## src/clic_bus_pkg.sv

```systemverilog
/*
 * CLIC bus-side definitions
 * Register address map of the core-local interrupt controller,
 * byte-lane layout of the per-interrupt word and the transfer
 * size encoding used on the register bus.
 */

`default_nettype none

package clic_bus_pkg;

  // Global control registers
  localparam logic [15:0] CLICCFG_ADDR    = 16'h0000;
  localparam logic [15:0] CLICINFO_ADDR   = 16'h0004;
  localparam logic [15:0] MINTTHRESH_ADDR = 16'h0008;

  // Interrupt i sits at KID_BASE + 4*i
  localparam logic [15:0] KID_BASE        = 16'h1000;

  // Byte lanes inside one interrupt word
  localparam int KID_LANE_IP   = 0;
  localparam int KID_LANE_IE   = 1;
  localparam int KID_LANE_ATTR = 2;
  localparam int KID_LANE_CTL  = 3;

  typedef enum logic [1:0] {
    SIZE_BYTE = 2'd0,
    SIZE_HALF = 2'd1,
    SIZE_WORD = 2'd2
  } size_e;

endpackage

`default_nettype wire

```

## src/clic_irq_pkg.sv

```systemverilog
/*
 * CLIC interrupt-side definitions
 * Trigger mode encoding held in the attribute byte and the
 * width of the per-interrupt control byte.
 */

`default_nettype none

package clic_irq_pkg;

  // Width of clicintctl, also the arbitration level width
  localparam int CTL_W = 8;

  // Codes 2 and 3 are treated as level
  typedef enum logic [1:0] {
    TRIG_LEVEL   = 2'd0,
    TRIG_POSEDGE = 2'd1
  } trig_e;

endpackage

`default_nettype wire

```

## src/clic_busif.sv

```systemverilog
/*
 * CLIC bus interface
 * Latches a one-cycle register request, decodes it into global
 * register selects and per-interrupt byte-lane selects, and answers
 * with a one-cycle completion carrying the read data.
 */

`timescale 1ns/1ps
`default_nettype none

module clic_busif import clic_bus_pkg::*; #(
  parameter int INT_NUM = 8
) (
  input  wire                   tcip_clk,
  input  wire                   cpurst_b,
  input  wire                   req_sel,
  input  wire  [15:0]           req_addr,
  input  wire                   req_write,
  input  size_e                 req_size,
  input  wire  [31:0]           req_wdata,
  input  wire  [31:0]           cfg_val,
  input  wire  [31:0]           info_val,
  input  wire  [31:0]           thresh_val,
  input  wire  [INT_NUM*32-1:0] kid_rdata_vec,
  output logic                  rsp_cmplt,
  output logic [31:0]           rsp_rdata,
  output logic                  cfg_sel,
  output logic                  info_sel,
  output logic                  thresh_sel,
  output logic [INT_NUM-1:0]    kid_ip_sel,
  output logic [INT_NUM-1:0]    kid_ie_sel,
  output logic [INT_NUM-1:0]    kid_attr_sel,
  output logic [INT_NUM-1:0]    kid_ctl_sel,
  output logic [31:0]           wr_data,
  output logic                  wr_vld
);

  logic               busy_q;
  logic [15:0]        addr_q;
  logic               write_q;
  size_e              size_q;
  logic [31:0]        wdata_q;
  logic               read_vld;
  logic [13:0]        kid_idx;
  logic [INT_NUM-1:0] kid_sel;
  logic [3:0]         lane_mask;
  logic [31:0]        kid_word;

  //============================================================
  //  Request capture
  //============================================================
  // One-shot: busy lasts exactly the cycle after req_sel
  always_ff @(posedge tcip_clk or negedge cpurst_b) begin
    if (!cpurst_b) begin
      busy_q <= 1'b0;
    end else begin
      busy_q <= req_sel && !busy_q;
    end
  end

  always_ff @(posedge tcip_clk or negedge cpurst_b) begin
    if (!cpurst_b) begin
      addr_q  <= '0;
      write_q <= 1'b0;
      size_q  <= SIZE_BYTE;
    end else if (req_sel) begin
      addr_q  <= req_addr;
      write_q <= req_write;
      size_q  <= req_size;
    end
  end

  always_ff @(posedge tcip_clk) begin
    if (req_sel) begin
      wdata_q <= req_wdata;
    end
  end

  assign rsp_cmplt = busy_q;
  assign wr_vld    = busy_q && write_q;
  assign read_vld  = busy_q && !write_q;
  assign wr_data   = wdata_q;

  //============================================================
  //  Address decode
  //============================================================
  assign cfg_sel    = (addr_q == CLICCFG_ADDR);
  assign info_sel   = (addr_q == CLICINFO_ADDR);
  assign thresh_sel = (addr_q == MINTTHRESH_ADDR);

  // Addresses below KID_BASE wrap far above any valid index
  assign kid_idx = addr_q[15:2] - KID_BASE[15:2];

  // Lanes hit by the access, misaligned halfwords and words hit none
  always_comb begin
    case (size_q)
      SIZE_BYTE: lane_mask = 4'b0001 << addr_q[1:0];
      SIZE_HALF: begin
        case (addr_q[1:0])
          2'b00:   lane_mask = 4'b0011;
          2'b10:   lane_mask = 4'b1100;
          default: lane_mask = 4'b0000;
        endcase
      end
      SIZE_WORD: lane_mask = (addr_q[1:0] == 2'b00) ? 4'b1111 : 4'b0000;
      default:   lane_mask = 4'b0000;
    endcase
  end

  for (genvar i = 0; i < INT_NUM; i++) begin : g_kid_sel
    assign kid_sel[i]      = (kid_idx == 14'(i));
    assign kid_ip_sel[i]   = kid_sel[i] && lane_mask[KID_LANE_IP];
    assign kid_ie_sel[i]   = kid_sel[i] && lane_mask[KID_LANE_IE];
    assign kid_attr_sel[i] = kid_sel[i] && lane_mask[KID_LANE_ATTR];
    assign kid_ctl_sel[i]  = kid_sel[i] && lane_mask[KID_LANE_CTL];
  end

  //============================================================
  //  Read data
  //============================================================
  // Full word of the addressed interrupt, size does not matter
  always_comb begin
    kid_word = '0;
    for (int k = 0; k < INT_NUM; k++) begin
      kid_word = kid_word | ({32{kid_sel[k]}} & kid_rdata_vec[k*32 +: 32]);
    end
  end

  assign rsp_rdata = ({32{cfg_sel}}    & cfg_val
                    | {32{info_sel}}   & info_val
                    | {32{thresh_sel}} & thresh_val
                    | kid_word)
                    & {32{read_vld}};

endmodule

`default_nettype wire

```

## src/clic_ctrl_regs.sv

```systemverilog
/*
 * CLIC global control registers
 * Holds cliccfg (nlbits) and mintthresh, and presents the
 * read-only clicinfo word with interrupt count and version.
 */

`timescale 1ns/1ps
`default_nettype none

module clic_ctrl_regs #(
  parameter int INT_NUM = 8
) (
  input  wire         tcip_clk,
  input  wire         cpurst_b,
  input  wire         cfg_sel,
  input  wire         info_sel,
  input  wire         thresh_sel,
  input  wire  [31:0] wr_data,
  input  wire         wr_vld,
  output logic [31:0] cfg_val,
  output logic [31:0] info_val,
  output logic [31:0] thresh_val
);

  localparam logic [7:0] CLIC_VERSION = 8'd1;

  logic [3:0] nlbits_q;
  logic [7:0] thresh_q;
  logic       ctrl_wr;

  // clicinfo is read-only, a write to it lands nowhere
  assign ctrl_wr = wr_vld && !info_sel;

  always_ff @(posedge tcip_clk or negedge cpurst_b) begin
    if (!cpurst_b) begin
      nlbits_q <= '0;
      thresh_q <= '0;
    end else begin
      if (ctrl_wr && cfg_sel) begin
        nlbits_q <= wr_data[4:1];
      end
      if (ctrl_wr && thresh_sel) begin
        thresh_q <= wr_data[7:0];
      end
    end
  end

  assign cfg_val    = {27'b0, nlbits_q, 1'b0};
  assign thresh_val = {24'b0, thresh_q};
  // Count in 12:0, version in 20:13
  assign info_val   = {11'b0, CLIC_VERSION, 13'(INT_NUM)};

endmodule

`default_nettype wire

```

## src/clic_int_kid.sv

```systemverilog
/*
 * CLIC per-interrupt register block
 * Pending, enable, attribute and control bytes of one interrupt,
 * with level or rising-edge trigger handling of its source.
 */

`timescale 1ns/1ps
`default_nettype none

module clic_int_kid import clic_irq_pkg::*; (
  input  wire              tcip_clk,
  input  wire              cpurst_b,
  input  wire              int_src,
  input  wire              ip_sel,
  input  wire              ie_sel,
  input  wire              attr_sel,
  input  wire              ctl_sel,
  input  wire  [31:0]      wr_data,
  input  wire              wr_vld,
  output logic [31:0]      kid_rdata,
  output logic             int_ip,
  output logic             int_ie,
  output logic [CTL_W-1:0] int_ctl
);

  logic             src_q;
  logic             src_rise;
  logic             ip_q;
  logic             ie_q;
  trig_e            trig_q;
  logic [CTL_W-1:0] ctl_q;
  logic             edge_mode;

  assign edge_mode = (trig_q == TRIG_POSEDGE);
  assign src_rise  = int_src && !src_q;

  always_ff @(posedge tcip_clk or negedge cpurst_b) begin
    if (!cpurst_b) begin
      src_q <= 1'b0;
    end else begin
      src_q <= int_src;
    end
  end

  // Pending bit
  always_ff @(posedge tcip_clk or negedge cpurst_b) begin
    if (!cpurst_b) begin
      ip_q <= 1'b0;
    end else if (!edge_mode) begin
      ip_q <= int_src;
    end else if (src_rise) begin
      // Hardware set beats a software clear
      ip_q <= 1'b1;
    end else if (wr_vld && ip_sel) begin
      ip_q <= wr_data[0];
    end
  end

  always_ff @(posedge tcip_clk or negedge cpurst_b) begin
    if (!cpurst_b) begin
      ie_q   <= 1'b0;
      trig_q <= TRIG_LEVEL;
      ctl_q  <= '0;
    end else begin
      if (wr_vld && ie_sel) begin
        ie_q <= wr_data[8];
      end
      if (wr_vld && attr_sel) begin
        trig_q <= trig_e'(wr_data[18:17]);
      end
      if (wr_vld && ctl_sel) begin
        ctl_q <= wr_data[31:24];
      end
    end
  end

  assign kid_rdata = {ctl_q, 5'b0, trig_q, 1'b0, 7'b0, ie_q, 7'b0, ip_q};
  assign int_ip    = ip_q;
  assign int_ie    = ie_q;
  assign int_ctl   = ctl_q;

endmodule

`default_nettype wire

```

## src/clic_arbiter.sv

```systemverilog
/*
 * CLIC interrupt arbiter
 * Picks the enabled pending interrupt with the highest control
 * level, lowest id on a tie, and signals it when above threshold.
 */

`timescale 1ns/1ps
`default_nettype none

module clic_arbiter import clic_irq_pkg::*; #(
  parameter  int INT_NUM = 8,
  localparam int ID_W    = (INT_NUM > 1) ? $clog2(INT_NUM) : 1
) (
  input  wire  [INT_NUM-1:0]       int_ip_vec,
  input  wire  [INT_NUM-1:0]       int_ie_vec,
  input  wire  [INT_NUM*CTL_W-1:0] int_ctl_vec,
  input  wire  [CTL_W-1:0]         thresh_val,
  output logic                     core_int_vld,
  output logic [ID_W-1:0]          core_int_id,
  output logic [CTL_W-1:0]         core_int_level
);

  logic             found;
  logic [ID_W-1:0]  best_id;
  logic [CTL_W-1:0] best_ctl;
  logic [CTL_W-1:0] cur_ctl;

  // Linear scan, strict compare keeps the lower id on equal levels
  always_comb begin
    found    = 1'b0;
    best_id  = '0;
    best_ctl = '0;
    cur_ctl  = '0;
    for (int i = 0; i < INT_NUM; i++) begin
      cur_ctl = int_ctl_vec[i*CTL_W +: CTL_W];
      if (int_ip_vec[i] && int_ie_vec[i] && (!found || cur_ctl > best_ctl)) begin
        found    = 1'b1;
        best_id  = ID_W'(i);
        best_ctl = cur_ctl;
      end
    end
  end

  assign core_int_vld   = found && (best_ctl > thresh_val);
  assign core_int_id    = best_id;
  assign core_int_level = best_ctl;

endmodule

`default_nettype wire

```

## src/clic_top.sv

```systemverilog
/*
 * CLIC top level
 * Single-hart core-local interrupt controller: bus interface,
 * global registers, one register block per interrupt and arbiter.
 */

`timescale 1ns/1ps
`default_nettype none

module clic_top import clic_bus_pkg::*; #(
  parameter  int INT_NUM = 8,
  localparam int ID_W    = (INT_NUM > 1) ? $clog2(INT_NUM) : 1
) (
  input  wire                tcip_clk,
  input  wire                cpurst_b,
  input  wire                req_sel,
  input  wire  [15:0]        req_addr,
  input  wire                req_write,
  input  size_e              req_size,
  input  wire  [31:0]        req_wdata,
  input  wire  [INT_NUM-1:0] int_src,
  output logic               rsp_cmplt,
  output logic [31:0]        rsp_rdata,
  output logic               core_int_vld,
  output logic [ID_W-1:0]    core_int_id,
  output logic [7:0]         core_int_level
);

  logic                  cfg_sel;
  logic                  info_sel;
  logic                  thresh_sel;
  logic [INT_NUM-1:0]    kid_ip_sel;
  logic [INT_NUM-1:0]    kid_ie_sel;
  logic [INT_NUM-1:0]    kid_attr_sel;
  logic [INT_NUM-1:0]    kid_ctl_sel;
  logic [31:0]           wr_data;
  logic                  wr_vld;
  logic [31:0]           cfg_val;
  logic [31:0]           info_val;
  logic [31:0]           thresh_val;
  logic [INT_NUM*32-1:0] kid_rdata_vec;
  logic [INT_NUM-1:0]    int_ip_vec;
  logic [INT_NUM-1:0]    int_ie_vec;
  logic [INT_NUM*8-1:0]  int_ctl_vec;

  clic_busif #(.INT_NUM(INT_NUM)) i_busif (
    .tcip_clk      (tcip_clk),
    .cpurst_b      (cpurst_b),
    .req_sel       (req_sel),
    .req_addr      (req_addr),
    .req_write     (req_write),
    .req_size      (req_size),
    .req_wdata     (req_wdata),
    .cfg_val       (cfg_val),
    .info_val      (info_val),
    .thresh_val    (thresh_val),
    .kid_rdata_vec (kid_rdata_vec),
    .rsp_cmplt     (rsp_cmplt),
    .rsp_rdata     (rsp_rdata),
    .cfg_sel       (cfg_sel),
    .info_sel      (info_sel),
    .thresh_sel    (thresh_sel),
    .kid_ip_sel    (kid_ip_sel),
    .kid_ie_sel    (kid_ie_sel),
    .kid_attr_sel  (kid_attr_sel),
    .kid_ctl_sel   (kid_ctl_sel),
    .wr_data       (wr_data),
    .wr_vld        (wr_vld)
  );

  clic_ctrl_regs #(.INT_NUM(INT_NUM)) i_ctrl_regs (
    .tcip_clk   (tcip_clk),
    .cpurst_b   (cpurst_b),
    .cfg_sel    (cfg_sel),
    .info_sel   (info_sel),
    .thresh_sel (thresh_sel),
    .wr_data    (wr_data),
    .wr_vld     (wr_vld),
    .cfg_val    (cfg_val),
    .info_val   (info_val),
    .thresh_val (thresh_val)
  );

  //============================================================
  //  Per-interrupt blocks
  //============================================================
  for (genvar i = 0; i < INT_NUM; i++) begin : g_kid
    clic_int_kid i_kid (
      .tcip_clk  (tcip_clk),
      .cpurst_b  (cpurst_b),
      .int_src   (int_src[i]),
      .ip_sel    (kid_ip_sel[i]),
      .ie_sel    (kid_ie_sel[i]),
      .attr_sel  (kid_attr_sel[i]),
      .ctl_sel   (kid_ctl_sel[i]),
      .wr_data   (wr_data),
      .wr_vld    (wr_vld),
      .kid_rdata (kid_rdata_vec[i*32 +: 32]),
      .int_ip    (int_ip_vec[i]),
      .int_ie    (int_ie_vec[i]),
      .int_ctl   (int_ctl_vec[i*8 +: 8])
    );
  end

  clic_arbiter #(.INT_NUM(INT_NUM)) i_arbiter (
    .int_ip_vec     (int_ip_vec),
    .int_ie_vec     (int_ie_vec),
    .int_ctl_vec    (int_ctl_vec),
    .thresh_val     (thresh_val[7:0]),
    .core_int_vld   (core_int_vld),
    .core_int_id    (core_int_id),
    .core_int_level (core_int_level)
  );

endmodule

`default_nettype wire

```

## config.mk

```make
export PLATFORM = sky130hd
export DESIGN_NAME = clic_top
export DESIGN_NICKNAME = d
export VERILOG_FILES = /design/src/clic_bus_pkg.sv /design/src/clic_irq_pkg.sv /design/src/clic_busif.sv /design/src/clic_ctrl_regs.sv /design/src/clic_int_kid.sv /design/src/clic_arbiter.sv /design/src/clic_top.sv
export SDC_FILE = /design/constraint.sdc
export NUM_CORES = 1
export LEC_CHECK = 0
export BUFFER_PORTS_ARGS = -buffer_cell sky130_fd_sc_hd__clkbuf_2
export CORE_ASPECT_RATIO = 1.5
export CORE_MARGIN = 2
export CORE_UTILIZATION = 30
export DETAILED_ROUTE_END_ITERATION = 16
export PLACE_DENSITY = 0.52
export RECOVER_POWER = 100
export SYNTH_ARGS = -nofsm -noshare
export SYNTH_HDL_FRONTEND = slang
export SYNTH_HIERARCHICAL = 1
export SYNTH_SLANG_ARGS = --single-unit
```

## constraint.sdc

```tcl
create_clock -name tcip_clk -period 16.95 [get_ports tcip_clk]
set_input_delay 0.8475 -clock tcip_clk [delete_from_list [all_inputs] [get_ports tcip_clk]]
set_output_delay 0.8475 -clock tcip_clk [all_outputs]
set_load 0.1 [all_outputs]
```

== After elaboration in Yosys (flattened, before gate mapping) ==
Cells that the tools add are included.
Storage, ports and cells
  bits in registers: 168
  input port bits: 62
  output and inout bits: 45
  logic and storage cells: 279
Cells by class
  add/sub/neg operators: 1
  order comparisons: 8
  eq/ne operators: 28
  shift-type cells: 1
  muxes and demuxes: 50
  bitwise logic cells: 21
  reduce and logical (&&, ||, !) cells: 123
Operators by type and width (number)
  bitwise AND 32 bit: 9
  bitwise OR 32 bit: 9
  logical AND 1 bit: 94
  greater-than comparator 8 bit: 8
  2-to-1 mux 8 bit: 8
  equality test 14 x 3 -> 1 bit, second input constant: 4
  2-to-1 mux 1 bit: 33
  bitwise AND 32 x 5 -> 32 bit: 1
  bitwise AND 32 x 8 -> 32 bit: 1
  bitwise OR 32 x 14 -> 32 bit: 1
  equality test 14 x 2 -> 1 bit, second input constant: 2
  != test 3 x 2 -> 1 bit, second input constant: 8
  equality test 2 x 1 -> 1 bit, second input constant: 9
  zero test 1 bit: 18
  equality test 16 x 3 -> 1 bit, second input constant: 1
  equality test 16 x 4 -> 1 bit, second input constant: 1
  zero test 16 bit: 1
  equality test 14 x 1 -> 1 bit, second input constant: 1
  zero test 14 bit: 1
  subtractor 14 x 11 -> 14 bit, second input constant: 1
  2-to-1 mux 3 bit: 4
  case mux 4 bit (3 select lines): 1
  case mux 4 bit (2 select lines): 1
  logical OR 1 bit: 7
  other kinds (5): 8

== Longest topological paths before layout ==
  word-level depth: 32
  gate-level depth with buffers: 74

== Modules after synthesis ==
Netlist, hierarchy kept.
Modules (own cells, without submodules)
  clic_int_kid: instances 8, cells an instance 64, area an instance 730.7 µm²
  clic_busif: instances 1, cells an instance 585, area an instance 5262.5 µm²
  clic_arbiter: instances 1, cells an instance 401, area an instance 2826.5 µm²
  clic_ctrl_regs: instances 1, cells an instance 112, area an instance 1101.1 µm²

== Worst setup path before layout ==
Ideal clock, no wire load.
  path type: flip-flop to output port
  start point: reg g_kid[0].i_kid.ip_q
  end point: out core_int_vld
  arrival: 17.997 ns
  required time: 16.102 ns
  setup slack: -1.895 ns
  stages on the path, launching flop included: 73
  buffers on the path: 11
  cells stage by stage: dfrtp_1 > and2_1 > clkbuf_1 > clkbuf_1 > nand2_1 > ha_1 > o21ai_0 > o21ai_2 > or3b_2 > clkbuf_1 > nand4_1 > and2_1 > ha_1 > a211oi_1 > o21bai_1 > nor3_1 > or2_1 > clkbuf_1 > (+37 left out) > mux2i_1 > ha_1 > nor2b_1 > o21a_1 > o21a_1 > o21ai_0 > a21oi_1 > o31ai_1 > a21oi_1 > clkbuf_1 > o21ai_0 > ha_1 > nand2_1 > o21ai_0 > a21oi_1 > nor2_1 > a211oi_1 > nor3_1
On the way
  word-level cells in the longest chain between the ends: 32
RTL lines
  from (decl): line clic_int_kid.sv:28  | logic ip_q;
  from (signal assigned): line clic_int_kid.sv:50  | ip_q <= int_src;
  from (signal assigned): line clic_int_kid.sv:55  | ip_q <= wr_data[0];
  logical AND 1 bit (*): line clic_arbiter.sv:36  | if (int_ip_vec[i] && int_ie_vec[i] && (!found || cur_ctl > best_ctl)) begin
  2-to-1 mux 8 bit / 2-to-1 mux 1 bit (equally long branches): line clic_arbiter.sv:36
  greater-than comparator 8 bit / zero test 1 bit (equally long branches): line clic_arbiter.sv:36
  logical OR 1 bit: line clic_arbiter.sv:36
  logical AND 1 bit: line clic_arbiter.sv:36
  2-to-1 mux 8 bit / 2-to-1 mux 1 bit (equally long branches): line clic_arbiter.sv:36
  greater-than comparator 8 bit / zero test 1 bit (equally long branches): line clic_arbiter.sv:36
  logical OR 1 bit: line clic_arbiter.sv:36
  (+17 left out)
  2-to-1 mux 8 bit / 2-to-1 mux 1 bit (equally long branches): line clic_arbiter.sv:36
  greater-than comparator 8 bit / zero test 1 bit (equally long branches): line clic_arbiter.sv:36
  logical OR 1 bit: line clic_arbiter.sv:36
  logical AND 1 bit: line clic_arbiter.sv:36
  2-to-1 mux 8 bit (*): line clic_arbiter.sv:36
  net core_int_level[2]: line clic_top.sv:26  | output logic [7:0] core_int_level
  greater-than comparator 8 bit (*): line clic_arbiter.sv:44  | assign core_int_vld = found && (best_ctl > thresh_val);
  logical AND 1 bit (*): line clic_arbiter.sv:44
  to (decl): line clic_top.sv:24  | output logic core_int_vld,
The timed path passes the listed nets; every way through them passes the cells marked *.

== Final worst setup path ==
  start point: reg g_kid[0].i_kid.ie_q
  end point: out core_int_vld
On the way
  word-level cells in the longest chain between the ends: 32
RTL lines
  from (decl): line clic_int_kid.sv:29  | logic ie_q;
  from (signal assigned): line clic_int_kid.sv:66  | ie_q <= wr_data[8];
  logical AND 1 bit (*): line clic_arbiter.sv:36
  2-to-1 mux 8 bit / 2-to-1 mux 1 bit (equally long branches): line clic_arbiter.sv:36
  greater-than comparator 8 bit / zero test 1 bit (equally long branches): line clic_arbiter.sv:36
  logical OR 1 bit: line clic_arbiter.sv:36
  logical AND 1 bit: line clic_arbiter.sv:36
  2-to-1 mux 8 bit / 2-to-1 mux 1 bit (equally long branches): line clic_arbiter.sv:36
  greater-than comparator 8 bit / zero test 1 bit (equally long branches): line clic_arbiter.sv:36
  logical OR 1 bit: line clic_arbiter.sv:36
  (+16 left out)
  logical AND 1 bit: line clic_arbiter.sv:36
  2-to-1 mux 8 bit / 2-to-1 mux 1 bit (equally long branches): line clic_arbiter.sv:36
  greater-than comparator 8 bit / zero test 1 bit (equally long branches): line clic_arbiter.sv:36
  logical OR 1 bit: line clic_arbiter.sv:36
  logical AND 1 bit: line clic_arbiter.sv:36
  2-to-1 mux 8 bit: line clic_arbiter.sv:36
  greater-than comparator 8 bit: line clic_arbiter.sv:44
  logical AND 1 bit (*): line clic_arbiter.sv:44
Mark *: on every way between the ends. The rest lies on a longest branch, timed or not.

==> reports/metrics.csv <==
metric;value;unit
status;complete, but fails checks;
failed_checks;capacitance limit, slew limit;
finalSetupViolCount;0;
die_h;274.6;um
fin_util;30.80;%
holdCritPathClass;reg -> reg;
place_inst;2207;
final-seq-area;0.003975;mm2
mostFrequentLayoutCell;conb_1;
switchingPower;0.0002649;W
initial_core_util;30.24;%
slew_headroom;-190.8;%
cp-startpoint;g_kid[0].i_kid/int_ie;
reg2reg_to;i_ctrl_regs/nlbits_q[2];
drive_gt1_share;19.33;%
crit_end;core_int_vld;
place.detailed.hpwl;35.95;mm
slew_viol_final;233;
placed_cell_area;0.01435;mm2
ir_drop;0.00006291;V
antenna_cells;0;
p_leak;6.286;nW
clock_latency;0.45;ns
p_comb_share;9.7;%
gp_congestion;0.9310;
clkPwrFrac;45.3;%
power_density;61.33;mW/mm2
crit_path_end_kind;output pin;
timing.rr.start;i_busif/addr_q[2];
yosys_warnings;6;
grtUsageTotal;19.02;%
ctsHtreeMaxLevel;4;
die_w;184.4;um
critPathSlowestCell;or4_1;
worst_pin_slew;4.362;ns
hold_viol;0;
cp.required;16.10;ns
stdcell_count;2244;
arrival;15.31;ns
wl_per_cell;21.45;um
drc;0;
period_needed;16.16;ns
internal_power;0.0006501;W
cts.path.max_buffers;2;
cts.sinks;155;
io_pins;107;
via_per_inst;5.084;
coreArea;0.04843;mm2
cap_viol_max_count;5;
netlist_area;0.01465;mm2
gr-total-overflow;0;
grt_max_degree;76;
area_delta_synth_final;1.871;%
pwr-share-seq;45.0;%
stdcell_area;0.01492;mm2
floorplan.rows;99;
cts_tree;built;
synthCells;1597;
die_area;0.05064;mm2
fillers;5091;
power.share.switching;28.95;%
cts_hold_buf;0;
max_freq;61.90;MHz
dr.pass1.iters;5;
cts_made_buffers;17;
clk_pin_slew;0.07;ns
io_buffer_count;81;
cts-root-buf;clkbuf_16;
synth_area_per_cell;9.171;um2
grt_pass1_wl;71.08;mm
ff2ff_path_depth;7;
start_kind;register;
vias;11410;
ant_nets;0;
layout_common_cells;conb_1, mux2_2, dfrtp_1;
finish.net_count;1700;
drt_iter0_drc;718;
crit_fanout;21;
critPathMostFrequentCell;ha_1;
drt_wl_total;48.13;mm
antenna_found_initial;0;
period_share;95.31;%
crit_path_max_incr_delay;0.55;ns
clock_skew;0.007223;ns
ff2ff_setup_slack;11.61;ns
grt_pass1_vias;11270;
crit_type;reg -> out;
multi_input_area;0.008745;mm2
[power by group through the flow]
stage / registers [W] / logic, W / clock network (W)
2_1_floorplan: 0.000404 / 0.000102 / 0
3_5_place_dp: 0.000420 / 0.0000885 / 0
3_3_place_gp: 0.000419 / 0.0000876 / 0
6_report: 0.000412 / 0.0000885 / 0.000414
5_1_grt: 0.000414 / 0.0000982 / 0.000438
4_1_cts: 0.000412 / 0.0000887 / 0.000426
[cell type report]
class | count | share of cell area (%)
tap | 656 | 5.502
multi-input combinational | 1249 | 58.61
inverter | 35 | 0.8806
sequential | 155 | 26.64
timing repair buffer | 117 | 4.185
clock buffer | 18 | 3.019
clock inverter | 14 | 1.157
[per-stage QoR]
stage | power, W | hold slack (ns) | worst slack, ns | setup TNS [ns]
after global placement | 0.0005067 | 0.4889 | 0.7459 | 0
final | 0.0009150 | 0.5044 | 0.7947 | 0
after detailed placement | 0.0005080 | 0.4941 | 0.5966 | 0
after floorplan | 0.0005061 | 0.4553 | 0.1583 | 0
after CTS | 0.0009270 | 0.4389 | 0.01135 | 0
after global routing | 0.0009495 | 0.5182 | -0.01256 | -0.01256
[critical path, delay by kind of cell, from the launching register on]
family / cells / cell delay (ns)
compound gates: 29 / 6.32
fa+ha+maj: 8 / 2.36
buf+inv: 6 / 1.14
flops: 1 / 0.52
mux: 1 / 0.32
simple gates: 21 / 4.14
[repair_timing]
action                     CTS  global route
setup buffers                0             4
gates resized for setup      0            21
setup endpoints to repair    0            12
[flip-flops by register name (all words and copies together), names as in the netlist]
name / count
i_busif/write_q: 1
g_kid.i_kid/int_ip: 8
i_busif/rsp_cmplt: 1
i_ctrl_regs/nlbits_q: 4
i_busif/wr_data: 19
g_kid.i_kid/src_q: 8
i_busif/addr_q: 16
g_kid.i_kid/trig_q: 16
i_ctrl_regs/thresh_q: 8
i_busif/size_q: 2
g_kid.i_kid/int_ctl: 64
g_kid.i_kid/int_ie: 8
[metal layers]
metal,up-vias,part of all wire (%),routed length (um),track usage [%]
met5,-,0,0,0
met4,0,7.1,3405,13.31
met3,131,4.4,2122,2.264
met2,382,50,24200,33.20
met1,5575,38,18400,21.52
li1,5321,-,-,-
[worst min-delay path by stage]
stage	startpoint	endpoint	slack, ns	cells after the start
final	i_busif/rsp_cmplt	i_busif/rsp_cmplt	0.50	1
after global routing	int_src[6]	g_kid[6].i_kid/src_q	0.52	1
after CTS	cpurst_b	i_busif/size_q[0]	0.44	1
after detailed placement	i_busif/rsp_cmplt	i_busif/rsp_cmplt	0.49	1
after global placement	i_busif/rsp_cmplt	i_busif/rsp_cmplt	0.49	1
after floorplan	i_busif/wr_data[5]	i_ctrl_regs/thresh_q[5]	0.46	1
Power figures use the tool's default switching activity.
